## config.mk

```make
export PLATFORM = sky130hd
export DESIGN_NAME = rv32i_core
export DESIGN_NICKNAME = d
export VERILOG_FILES = /design/src/hdl/rv32i_pkg.sv /design/src/hdl/rv32i_core.sv /design/src/hdl/execute_stage.sv /design/src/hdl/alu.sv /design/src/hdl/regfile.sv /design/src/hdl/decoder.sv
export SDC_FILE = /design/constraint.sdc
export NUM_CORES = 2
export LEC_CHECK = 0
export BUFFER_PORTS_ARGS = -buffer_cell sky130_fd_sc_hd__buf_2
export CELL_PAD_IN_SITES_DETAIL_PLACEMENT = 0
export CELL_PAD_IN_SITES_GLOBAL_PLACEMENT = 1
export CORE_ASPECT_RATIO = 1.4
export CORE_MARGIN = 2
export CORE_UTILIZATION = 55
export DETAILED_ROUTE_END_ITERATION = 6
export PLACE_DENSITY_LB_ADDON = 0.1
export SYNTH_ARGS = -nofsm -noshare
export SYNTH_HDL_FRONTEND = slang
export SYNTH_SLANG_ARGS = --single-unit
```

## constraint.sdc

```tcl
create_clock -name clk -period 73.5 [get_ports clk]
set_clock_uncertainty 0.15 [all_clocks]
set_input_delay 0 -clock clk [delete_from_list [all_inputs] [get_ports clk]]
set_output_delay 0 -clock clk [all_outputs]
set_load 0.02 [all_outputs]
```

## src/hdl/rv32i_pkg.sv

```systemverilog
package rv32i_pkg;

  // Datapath and register index widths
  localparam int xlen       = 32;
  localparam int reg_addr_w = 5;

  // addi x0, x0, 0
  localparam logic [xlen-1:0] nop_instr = 32'h0000_0013;

  // Major opcodes of the supported RV32I subset
  typedef enum logic [6:0] {
    OP     = 7'b0110011,
    OP_IMM = 7'b0010011,
    LUI    = 7'b0110111,
    AUIPC  = 7'b0010111,
    BRANCH = 7'b1100011,
    JAL    = 7'b1101111,
    JALR   = 7'b1100111,
    LOAD   = 7'b0000011,
    STORE  = 7'b0100011
  } opcode_t;

  // ALU_ADD is zero so a cleared control word is a harmless add
  typedef enum logic [3:0] {
    ALU_ADD  = 4'd0,
    ALU_SUB  = 4'd1,
    ALU_SLL  = 4'd2,
    ALU_SLT  = 4'd3,
    ALU_SLTU = 4'd4,
    ALU_XOR  = 4'd5,
    ALU_SRL  = 4'd6,
    ALU_SRA  = 4'd7,
    ALU_OR   = 4'd8,
    ALU_AND  = 4'd9
  } alu_op_t;

  typedef enum logic [1:0] {
    OP1_RS1  = 2'd0,
    OP1_PC   = 2'd1,
    OP1_ZERO = 2'd2
  } op1_sel_t;

  typedef enum logic {
    OP2_RS2 = 1'b0,
    OP2_IMM = 1'b1
  } op2_sel_t;

  // Writeback source
  typedef enum logic [1:0] {
    WB_ALU = 2'd0,
    WB_MEM = 2'd1,
    WB_PC4 = 2'd2,
    WB_IMM = 2'd3
  } wb_sel_t;

  // Immediate formats
  typedef enum logic [2:0] {
    IMM_I = 3'd0,
    IMM_S = 3'd1,
    IMM_B = 3'd2,
    IMM_U = 3'd3,
    IMM_J = 3'd4
  } imm_type_t;

  // Decoded control word carried from decode into execute
  typedef struct packed {
    alu_op_t    alu_op;
    op1_sel_t   op1_sel;
    op2_sel_t   op2_sel;
    wb_sel_t    wb_sel;
    logic       reg_write;
    logic       mem_read;
    logic       mem_write;
    logic       branch;
    logic       jump;
    logic       is_jalr;
    logic [2:0] branch_funct3;
  } control_t;

endpackage
```

## src/hdl/rv32i_core.sv

```systemverilog
`timescale 1ns/10ps

module rv32i_core import rv32i_pkg::*; #(
  parameter logic [xlen-1:0] RESET_PC = '0
) (
  input  logic            clk,
  input  logic            rst,
  output logic [xlen-1:0] instr_addr,
  input  logic [xlen-1:0] instr_rdata,
  output logic [xlen-1:0] data_addr,
  output logic [xlen-1:0] data_wdata,
  output logic            data_we,
  output logic            data_re,
  input  logic [xlen-1:0] data_rdata
);

  // Fetch
  logic [xlen-1:0] pc;
  logic [xlen-1:0] fetch_pc;

  // Fetch/decode register
  logic [xlen-1:0] fd_pc;
  logic [xlen-1:0] fd_instr;

  // Decode outputs
  control_t              ctrl_d;
  logic [reg_addr_w-1:0] rs1_d;
  logic [reg_addr_w-1:0] rs2_d;
  logic [reg_addr_w-1:0] rd_d;
  logic [xlen-1:0]       imm_d;
  logic [xlen-1:0]       rs1_val_d;
  logic [xlen-1:0]       rs2_val_d;

  // Decode/execute register
  logic                  de_valid;
  logic [xlen-1:0]       de_pc;
  control_t              de_ctrl;
  logic [xlen-1:0]       de_rs1_val;
  logic [xlen-1:0]       de_rs2_val;
  logic [xlen-1:0]       de_imm;
  logic [reg_addr_w-1:0] de_rd;

  // Execute results
  logic                  redirect;
  logic [xlen-1:0]       redirect_target;
  logic                  wb_we;
  logic [reg_addr_w-1:0] wb_addr;
  logic [xlen-1:0]       wb_data;

  // A taken transfer steers this cycle's fetch straight to the target
  assign fetch_pc   = redirect ? redirect_target : pc;
  assign instr_addr = fetch_pc;

  always_ff @(posedge clk or posedge rst) begin
    if (rst) begin
      pc       <= RESET_PC;
      fd_instr <= nop_instr;
    end else begin
      pc       <= fetch_pc + xlen'(4);
      fd_instr <= instr_rdata;
    end
  end

  always_ff @(posedge clk) begin
    fd_pc <= fetch_pc;
  end

  decoder decoder_inst (
    .instr (fd_instr),
    .ctrl  (ctrl_d),
    .rs1   (rs1_d),
    .rs2   (rs2_d),
    .rd    (rd_d),
    .imm   (imm_d)
  );

  regfile regfile_inst (
    .clk    (clk),
    .rst    (rst),
    .we     (wb_we),
    .waddr  (wb_addr),
    .raddr1 (rs1_d),
    .raddr2 (rs2_d),
    .wdata  (wb_data),
    .rdata1 (rs1_val_d),
    .rdata2 (rs2_val_d)
  );

  // The instruction in decode is squashed on a redirect; the one behind it
  // was never fetched since fetch already moved to the target
  always_ff @(posedge clk or posedge rst) begin
    if (rst) begin
      de_valid <= 1'b0;
      de_ctrl  <= '0;
    end else begin
      de_valid <= !redirect;
      de_ctrl  <= ctrl_d;
    end
  end

  always_ff @(posedge clk) begin
    de_pc      <= fd_pc;
    de_rs1_val <= rs1_val_d;
    de_rs2_val <= rs2_val_d;
    de_imm     <= imm_d;
    de_rd      <= rd_d;
  end

  execute_stage execute_stage_inst (
    .valid           (de_valid),
    .pc              (de_pc),
    .ctrl            (de_ctrl),
    .rs1_val         (de_rs1_val),
    .rs2_val         (de_rs2_val),
    .imm             (de_imm),
    .rd              (de_rd),
    .data_rdata      (data_rdata),
    .data_addr       (data_addr),
    .data_wdata      (data_wdata),
    .data_we         (data_we),
    .data_re         (data_re),
    .redirect        (redirect),
    .redirect_target (redirect_target),
    .wb_we           (wb_we),
    .wb_addr         (wb_addr),
    .wb_data         (wb_data)
  );

endmodule

```

## src/hdl/execute_stage.sv

```systemverilog
`timescale 1ns/10ps

module execute_stage import rv32i_pkg::*; (
  input  logic                  valid,
  input  logic [xlen-1:0]       pc,
  input  control_t              ctrl,
  input  logic [xlen-1:0]       rs1_val,
  input  logic [xlen-1:0]       rs2_val,
  input  logic [xlen-1:0]       imm,
  input  logic [reg_addr_w-1:0] rd,
  input  logic [xlen-1:0]       data_rdata,
  output logic [xlen-1:0]       data_addr,
  output logic [xlen-1:0]       data_wdata,
  output logic                  data_we,
  output logic                  data_re,
  output logic                  redirect,
  output logic [xlen-1:0]       redirect_target,
  output logic                  wb_we,
  output logic [reg_addr_w-1:0] wb_addr,
  output logic [xlen-1:0]       wb_data
);

  logic [xlen-1:0] op1;
  logic [xlen-1:0] op2;
  logic [xlen-1:0] alu_result;
  logic            branch_cond;

  always_comb begin
    case (ctrl.op1_sel)
      OP1_PC:   op1 = pc;
      OP1_ZERO: op1 = '0;
      default:  op1 = rs1_val;
    endcase
  end

  assign op2 = (ctrl.op2_sel == OP2_IMM) ? imm : rs2_val;

  alu alu_inst (
    .op     (ctrl.alu_op),
    .a      (op1),
    .b      (op2),
    .result (alu_result)
  );

  // Branch comparison on the register operands
  always_comb begin
    case (ctrl.branch_funct3)
      3'b000:  branch_cond = rs1_val == rs2_val;
      3'b001:  branch_cond = rs1_val != rs2_val;
      3'b100:  branch_cond = $signed(rs1_val) < $signed(rs2_val);
      3'b101:  branch_cond = $signed(rs1_val) >= $signed(rs2_val);
      3'b110:  branch_cond = rs1_val < rs2_val;
      3'b111:  branch_cond = rs1_val >= rs2_val;
      default: branch_cond = 1'b0;
    endcase
  end

  // Branches and JAL add pc + imm in the ALU, JALR adds rs1 + imm
  assign redirect        = valid && (ctrl.jump || (ctrl.branch && branch_cond));
  assign redirect_target = ctrl.is_jalr ? {alu_result[xlen-1:1], 1'b0} : alu_result;

  // Word-only data port, address is rs1 + imm from the ALU
  assign data_addr  = alu_result;
  assign data_wdata = rs2_val;
  assign data_we    = valid && ctrl.mem_write;
  assign data_re    = valid && ctrl.mem_read;

  assign wb_we   = valid && ctrl.reg_write;
  assign wb_addr = rd;

  always_comb begin
    case (ctrl.wb_sel)
      WB_MEM:  wb_data = data_rdata;
      WB_PC4:  wb_data = pc + xlen'(4);
      WB_IMM:  wb_data = imm;
      default: wb_data = alu_result;
    endcase
  end

endmodule

```

## src/hdl/alu.sv

```systemverilog
`timescale 1ns/10ps

module alu import rv32i_pkg::*; (
  input  alu_op_t         op,
  input  logic [xlen-1:0] a,
  input  logic [xlen-1:0] b,
  output logic [xlen-1:0] result
);

  logic [4:0] shamt;
  logic       lt_signed;
  logic       lt_unsigned;

  // Only the low five bits of b count for shifts
  assign shamt       = b[4:0];
  assign lt_signed   = $signed(a) < $signed(b);
  assign lt_unsigned = a < b;

  always_comb begin
    case (op)
      ALU_ADD:  result = a + b;
      ALU_SUB:  result = a - b;
      ALU_SLL:  result = a << shamt;
      ALU_SLT:  result = {{(xlen-1){1'b0}}, lt_signed};
      ALU_SLTU: result = {{(xlen-1){1'b0}}, lt_unsigned};
      ALU_XOR:  result = a ^ b;
      ALU_SRL:  result = a >> shamt;
      ALU_SRA:  result = $unsigned($signed(a) >>> shamt);
      ALU_OR:   result = a | b;
      ALU_AND:  result = a & b;
      default:  result = a + b;
    endcase
  end

endmodule

```

## src/hdl/regfile.sv

```systemverilog
`timescale 1ns/10ps

module regfile import rv32i_pkg::*; (
  input  logic                  clk,
  input  logic                  rst,
  input  logic                  we,
  input  logic [reg_addr_w-1:0] waddr,
  input  logic [reg_addr_w-1:0] raddr1,
  input  logic [reg_addr_w-1:0] raddr2,
  input  logic [xlen-1:0]       wdata,
  output logic [xlen-1:0]       rdata1,
  output logic [xlen-1:0]       rdata2
);

  // x0 has no storage
  logic [xlen-1:0] regs [1:31];

  always_ff @(posedge clk or posedge rst) begin
    if (rst) begin
      for (int i = 1; i < 32; i++) begin
        regs[i] <= '0;
      end
    end else if (we && waddr != '0) begin
      regs[waddr] <= wdata;
    end
  end

  // Write-through: a write in execute is seen by decode in the same cycle
  assign rdata1 = (raddr1 == '0)                ? '0 :
                  (we && waddr == raddr1)       ? wdata : regs[raddr1];
  assign rdata2 = (raddr2 == '0)                ? '0 :
                  (we && waddr == raddr2)       ? wdata : regs[raddr2];

endmodule

```

## src/hdl/decoder.sv

```systemverilog
`timescale 1ns/10ps

module decoder import rv32i_pkg::*; (
  input  logic [xlen-1:0]       instr,
  output control_t              ctrl,
  output logic [reg_addr_w-1:0] rs1,
  output logic [reg_addr_w-1:0] rs2,
  output logic [reg_addr_w-1:0] rd,
  output logic [xlen-1:0]       imm
);

  opcode_t   opcode;
  logic [2:0] funct3;
  logic [6:0] funct7;
  imm_type_t imm_type;

  // Map funct3 plus the alternate bit (instr[30]) onto an ALU operation
  function automatic alu_op_t alu_op_for(input logic [2:0] f3, input logic alt);
    case (f3)
      3'b000:  return alt ? ALU_SUB : ALU_ADD;
      3'b001:  return ALU_SLL;
      3'b010:  return ALU_SLT;
      3'b011:  return ALU_SLTU;
      3'b100:  return ALU_XOR;
      3'b101:  return alt ? ALU_SRA : ALU_SRL;
      3'b110:  return ALU_OR;
      default: return ALU_AND;
    endcase
  endfunction

  assign opcode = opcode_t'(instr[6:0]);
  assign funct3 = instr[14:12];
  assign funct7 = instr[31:25];
  assign rs1    = instr[19:15];
  assign rs2    = instr[24:20];
  assign rd     = instr[11:7];

  // Anything not matched below leaves ctrl cleared, which behaves as a NOP
  always_comb begin
    ctrl     = '0;
    imm_type = IMM_I;
    case (opcode)
      OP: begin
        if (funct7 == 7'b0000000 ||
            (funct7 == 7'b0100000 && (funct3 == 3'b000 || funct3 == 3'b101))) begin
          ctrl.reg_write = 1'b1;
          ctrl.alu_op    = alu_op_for(funct3, funct7[5]);
        end
      end
      OP_IMM: begin
        // Shift immediates carry a restricted funct7
        if ((funct3 != 3'b001 && funct3 != 3'b101) ||
            funct7 == 7'b0000000 ||
            (funct3 == 3'b101 && funct7 == 7'b0100000)) begin
          ctrl.reg_write = 1'b1;
          ctrl.op2_sel   = OP2_IMM;
          ctrl.alu_op    = alu_op_for(funct3, funct3 == 3'b101 && funct7[5]);
        end
      end
      LUI: begin
        imm_type       = IMM_U;
        ctrl.reg_write = 1'b1;
        ctrl.op1_sel   = OP1_ZERO;
        ctrl.op2_sel   = OP2_IMM;
        ctrl.wb_sel    = WB_IMM;
      end
      AUIPC: begin
        imm_type       = IMM_U;
        ctrl.reg_write = 1'b1;
        ctrl.op1_sel   = OP1_PC;
        ctrl.op2_sel   = OP2_IMM;
      end
      JAL: begin
        imm_type       = IMM_J;
        ctrl.reg_write = 1'b1;
        ctrl.jump      = 1'b1;
        ctrl.op1_sel   = OP1_PC;
        ctrl.op2_sel   = OP2_IMM;
        ctrl.wb_sel    = WB_PC4;
      end
      JALR: begin
        if (funct3 == 3'b000) begin
          ctrl.reg_write = 1'b1;
          ctrl.jump      = 1'b1;
          ctrl.is_jalr   = 1'b1;
          ctrl.op2_sel   = OP2_IMM;
          ctrl.wb_sel    = WB_PC4;
        end
      end
      BRANCH: begin
        // funct3 010 and 011 are reserved
        if (funct3 != 3'b010 && funct3 != 3'b011) begin
          imm_type           = IMM_B;
          ctrl.branch        = 1'b1;
          ctrl.branch_funct3 = funct3;
          ctrl.op1_sel       = OP1_PC;
          ctrl.op2_sel       = OP2_IMM;
        end
      end
      LOAD: begin
        if (funct3 == 3'b010) begin
          ctrl.reg_write = 1'b1;
          ctrl.mem_read  = 1'b1;
          ctrl.op2_sel   = OP2_IMM;
          ctrl.wb_sel    = WB_MEM;
        end
      end
      STORE: begin
        if (funct3 == 3'b010) begin
          imm_type       = IMM_S;
          ctrl.mem_write = 1'b1;
          ctrl.op2_sel   = OP2_IMM;
        end
      end
      default: ctrl = '0;
    endcase
  end

  // Sign-extended immediate for the selected format
  always_comb begin
    case (imm_type)
      IMM_I:   imm = {{20{instr[31]}}, instr[31:20]};
      IMM_S:   imm = {{20{instr[31]}}, instr[31:25], instr[11:7]};
      IMM_B:   imm = {{19{instr[31]}}, instr[31], instr[7], instr[30:25], instr[11:8], 1'b0};
      IMM_U:   imm = {instr[31:12], 12'b0};
      IMM_J:   imm = {{11{instr[31]}}, instr[31], instr[19:12], instr[20], instr[30:21], 1'b0};
      default: imm = '0;
    endcase
  end

endmodule

```

==> summary.txt <==
Placed design
  • Post-DP HPWL: 206000 µm
  • Port Buf Inserts: 163
  • GPL Wtd Cong: 1.12

Timing
  • Fin crit period: 8.42 ns
  • Period utilization: 11.4%
  • Final setup fails: 0
  • Hold Vio Cnt, Final: 0
  • Slew @ Worst Pin: 1.64 ns
  • Maximum clock rate: 119 MHz
  • Slew Viols, Final: 8
  • Relative slew margins: -9.62%
  • RSZ-0062 raised after global routing: no
  • Setup tns final: 0 ns

Floorplanning
  • # IOs: 164
  • Std-Cell Rows: approximately 160
  • Die height: 432 µm
  • Die area: between 100000 and 150000 µm²
  • Initial core utilization: 55.2%
  • Core area: 130000 µm²
  • Die width: 310 µm

Synth
  • Syn Nets: just over 7000
  • YS warnings: 0
  • Post-synthesis sequential area ratio: 42.0%
  • Share of the synthesized area in the top cell type: 37.3%
  • Post-synth EDFFs: 0
  • Ys flop type: dfrtp_1
  • Top post-synthesis cells by area: dfrtp_1, mux4_2, o21ai_0, nand2_1, dfxtp_1
  • Post-Syn Instances: 7006
  • Syn_area_per_cell: roughly 10 µm²
  • Cell Area, Synth: slightly above 70000 µm²
  • Asr flop ratio synth: 86.7%
  • Area leader, netlist: dfrtp_1
  • #FFs+latches synth: 1240
  • Netlist cell types: 110

Critical path
  • Crit Path Max Fanout: 32
  • Most used cell, CP: buf_4
  • Critical path arrival: ~8.3 ns
  • Worst Path Buf+Inv: 7
  • Data required, critical path: ~73 ns
  • Critical Path Max Stage Delay: 0.95 ns
  • Crit. Startpoint: de_ctrl[11]$_DFF_PP0_
  • Setup CP Type: reg -> out
  • Slowest cell on crit path: dfrtp_2
  • CP Capture Type: primary output
  • CP cell instances: mux2i_4, buf_4, buf_4, inv_2, buf_4, ha_1, or2_2, o211ai_1, buf_4, a21o_1, nand3_1, a41o_1, a311o_1, a32oi_1, or4_1, mux2i_1, inv_1, buf_2
  • R2r setup slk: 65.15 ns
  • Delay-heaviest family, CP: compound AO/OA/AOI/OAI gates
  • R2R Path Start: de_ctrl[11]$_DFF_PP0_
  • Startpoint types: flip-flop

Routing
  • Remaining antenna violation count: 0
  • Via count: 61600
  • Number of remaining DRC errors: 8
  • Vias per inst: ~7
  • Initial detailed-routing violation count: 7527
  • DRT Pass-1 Iters: 7
  • DR WL/cell: ~36 µm
  • Final WL: around 320000 µm

Min path
  • Hold path start: data_rdata[4]
  • Hold Path Class: in -> reg

Pwr
  • Leak: 0.0343 µW
  • Worst VDD drop: 25.3 µV
  • Flop pwr share: roughly two fifths
  • Clk pwr share: 34.1%
  • Int Power: 1230 µW
  • Net Switching: 657 µW
  • Logic pwr share: about a quarter
  • Power Total: 1880 µW
  • PwrDens: roughly 24 nW/µm²
  • Sw Share: 34.9%

Clock tree
  • CTS tree: done
  • H-tree levels: 3
  • Clk sink count: 1240
  • Clock Latency Late Sink: 0.80 ns
  • Clock buffer depth: 3
  • Root buffer cell: clkbuf_16
  • Worst-path clk slew: 0.07 ns
  • Total CTS buffers: about 120

Job
  • Max-cap viol count: 2

Global routing
  • Antenna violations before repair: slightly above 50
  • Pin count of the biggest net entering global routing: 172
  • First-pass GRT wire length: between 400000 and 500000 µm
  • Via count of the first global-routing pass: 60700
  • Total GRT Usage: 49.6%
  • Total gr overflow: 0

Run status
  • Status: finished with violations
  • Violated checks: design-rule violations, max-capacitance violations, max-slew violations

Cells and area
  • Area Growth Syn to Fin: 10.7%
  • Total Nets Final: 7130
  • Share of layout cells above drive strength 1: 20.3%
  • Fill cell count: roughly 11000
## through the flow
step                util [%]  worst slack [ns]  hold slack, ns  area, µm²  instances
global placement        57.0             65.74         -0.0437      74300       8458
floorplan                  -             43.09          -0.146      71900       7006
CTS                     60.8             65.54          0.0189      79200       8772
finish                  61.1             65.09          0.0916      79600       8828
global route            61.1             65.03          0.0378      79500       8798
detailed placement      57.1             65.72         -0.0421      74300       8459
## layer usage
| metal | wire [µm] | vias to the layer above | track usage [%] | part of all wire (%) |
|---|---|---|---|---|
| li1 | - | 25400 | - | - |
| met1 | 105000 | 30800 | 54.0 | 33 |
| met2 | 144000 | 3830 | 71.5 | 45 |
| met3 | 35100 | 1529 | 21.9 | 11 |
| met4 | 36700 | 38 | 47.2 | 11 |
| met5 | 348 | - | 1.29 | 0.11 |
## cells in the final DEF, fill, tap and decap left out, drive strengths merged, types with 25 or more instances in the layout
| master | count |
|---|---|
| nand3 | 69 |
| clkbuf | 182 |
| dfrtp | 1072 |
| o21ai | 1191 |
| a211oi | 49 |
| nor2 | 297 |
| o31ai | 25 |
| ha | 132 |
| mux4 | 625 |
| mux2i | 184 |
| a21oi | 111 |
| xnor2 | 42 |
| nand4 | 30 |
| dlygate4sd3 | 89 |
| xor2 | 37 |
| a22o | 28 |
| a221oi | 32 |
| o22ai | 51 |
| dfxtp | 165 |
| and2 | 49 |
| diode | 44 |
| buf | 341 |
| o211ai | 34 |
| nor2b | 26 |
| nand2b | 30 |
| mux2 | 107 |
| nor3 | 71 |
| inv | 174 |
| a21o | 35 |
| nand2 | 1378 |
## power by group through the flow
stage | Sequential [µW] | Clock (µW) | Combinational, µW
3_3_place_gp | 774 | 0 | 439
3_5_place_dp | 777 | 0 | 442
2_1_floorplan | 759 | 0 | 276
5_1_grt | 771 | 672 | 495
6_report | 769 | 642 | 473
4_1_cts | 765 | 645 | 447
## cell families (layout without fill, tap and decap cells)
| kind of cell | count (synthesis) | after routing | synth area share, % |
|---|---|---|---|
| and+or+nand+nor | 2071 | 2071 | 12.1 |
| other | 0 | 44 | 0 |
| adders and majority gates | 134 | 134 | 2.35 |
| xor gates and xnor gates | 79 | 79 | 0.962 |
| buffers and inverters | 792 | 821 | 4.30 |
| DFF | 1240 | 1240 | 42.0 |
| AOI/OAI and AO/OA | 1774 | 1774 | 14.4 |
| muxes | 916 | 916 | 23.8 |
## flip-flops by register name, indices dropped and copies added (netlist names)
| register | cells |
|---|---|
| de_rd | 5 |
| de_pc | 32 |
| de_rs1_val | 32 |
| fd_instr | 32 |
| regfile_inst.regs | 992 |
| fd_pc | 32 |
| de_rs2_val | 32 |
| pc | 32 |
| de_imm | 32 |
| de_valid | 1 |
| de_ctrl | 18 |
## tightest hold or removal path, cell delays in order
cell and delay, ns:
buf_2 0.09, mux2i_2 0.18, nand2_1 0.17, o21ai_2 0.07
buf_4 0.23, o21ai_0 0.20
## final timing paths
| kind | end | depth (start not counted) |
|---|---|---|
| max | instr_addr[27] | 18 |
| min | regfile_inst.regs[580]$_DFFE_PP0P_ | 6 |
| max reg2reg | pc[26]$_DFF_PP0_ | 18 |
| min reg2reg | de_pc[19]$_DFF_P_ | 0 |
| max in group asynchronous | regfile_inst.regs[625]$_DFFE_PP0P_ | 10 |
| min in group asynchronous | fd_instr[9]$_DFF_PP0_ | 4 |
## cells in the mapped netlist (24+ instances only)
library cell / count
o22ai_1: 51
inv_1: 158
o211ai_1: 34
dfxtp_1: 165
nand4_1: 30
and2_1: 47
dfrtp_1: 1072
a21o_1: 35
mux2i_1: 183
mux2_2: 107
xnor2_1: 42
a211oi_1: 48
nand3_1: 69
a21oi_1: 111
o21ai_0: 1166
nor2_1: 297
xor2_1: 37
clkbuf_1: 506
mux4_2: 622
nor3_1: 69
a221oi_1: 32
buf_2: 28
ha_1: 132
nor2b_1: 26
nand2_1: 1377
nand2b_1: 30
o31ai_1: 24
buf_1: 79
a22o_1: 28
## cell type report
class	instances	area, µm²	area share, %
diodes	44	110	0.138
clock buffers	181	3540	4.45
clock inverters	44	484	0.608
inverters	165	627	0.788
multi-input cells	4974	39200	49.3
flip-flops and latches	1240	30200	38.0
well taps	1749	2190	2.75
repair buffers	431	3180	4.00
## what timing repair did
item                      CTS  global route
hold buffers               88             1
hold endpoints to repair  660             8
setup buffers               0             0
resized for setup           0             0
Power figures use the tool's default switching activity.
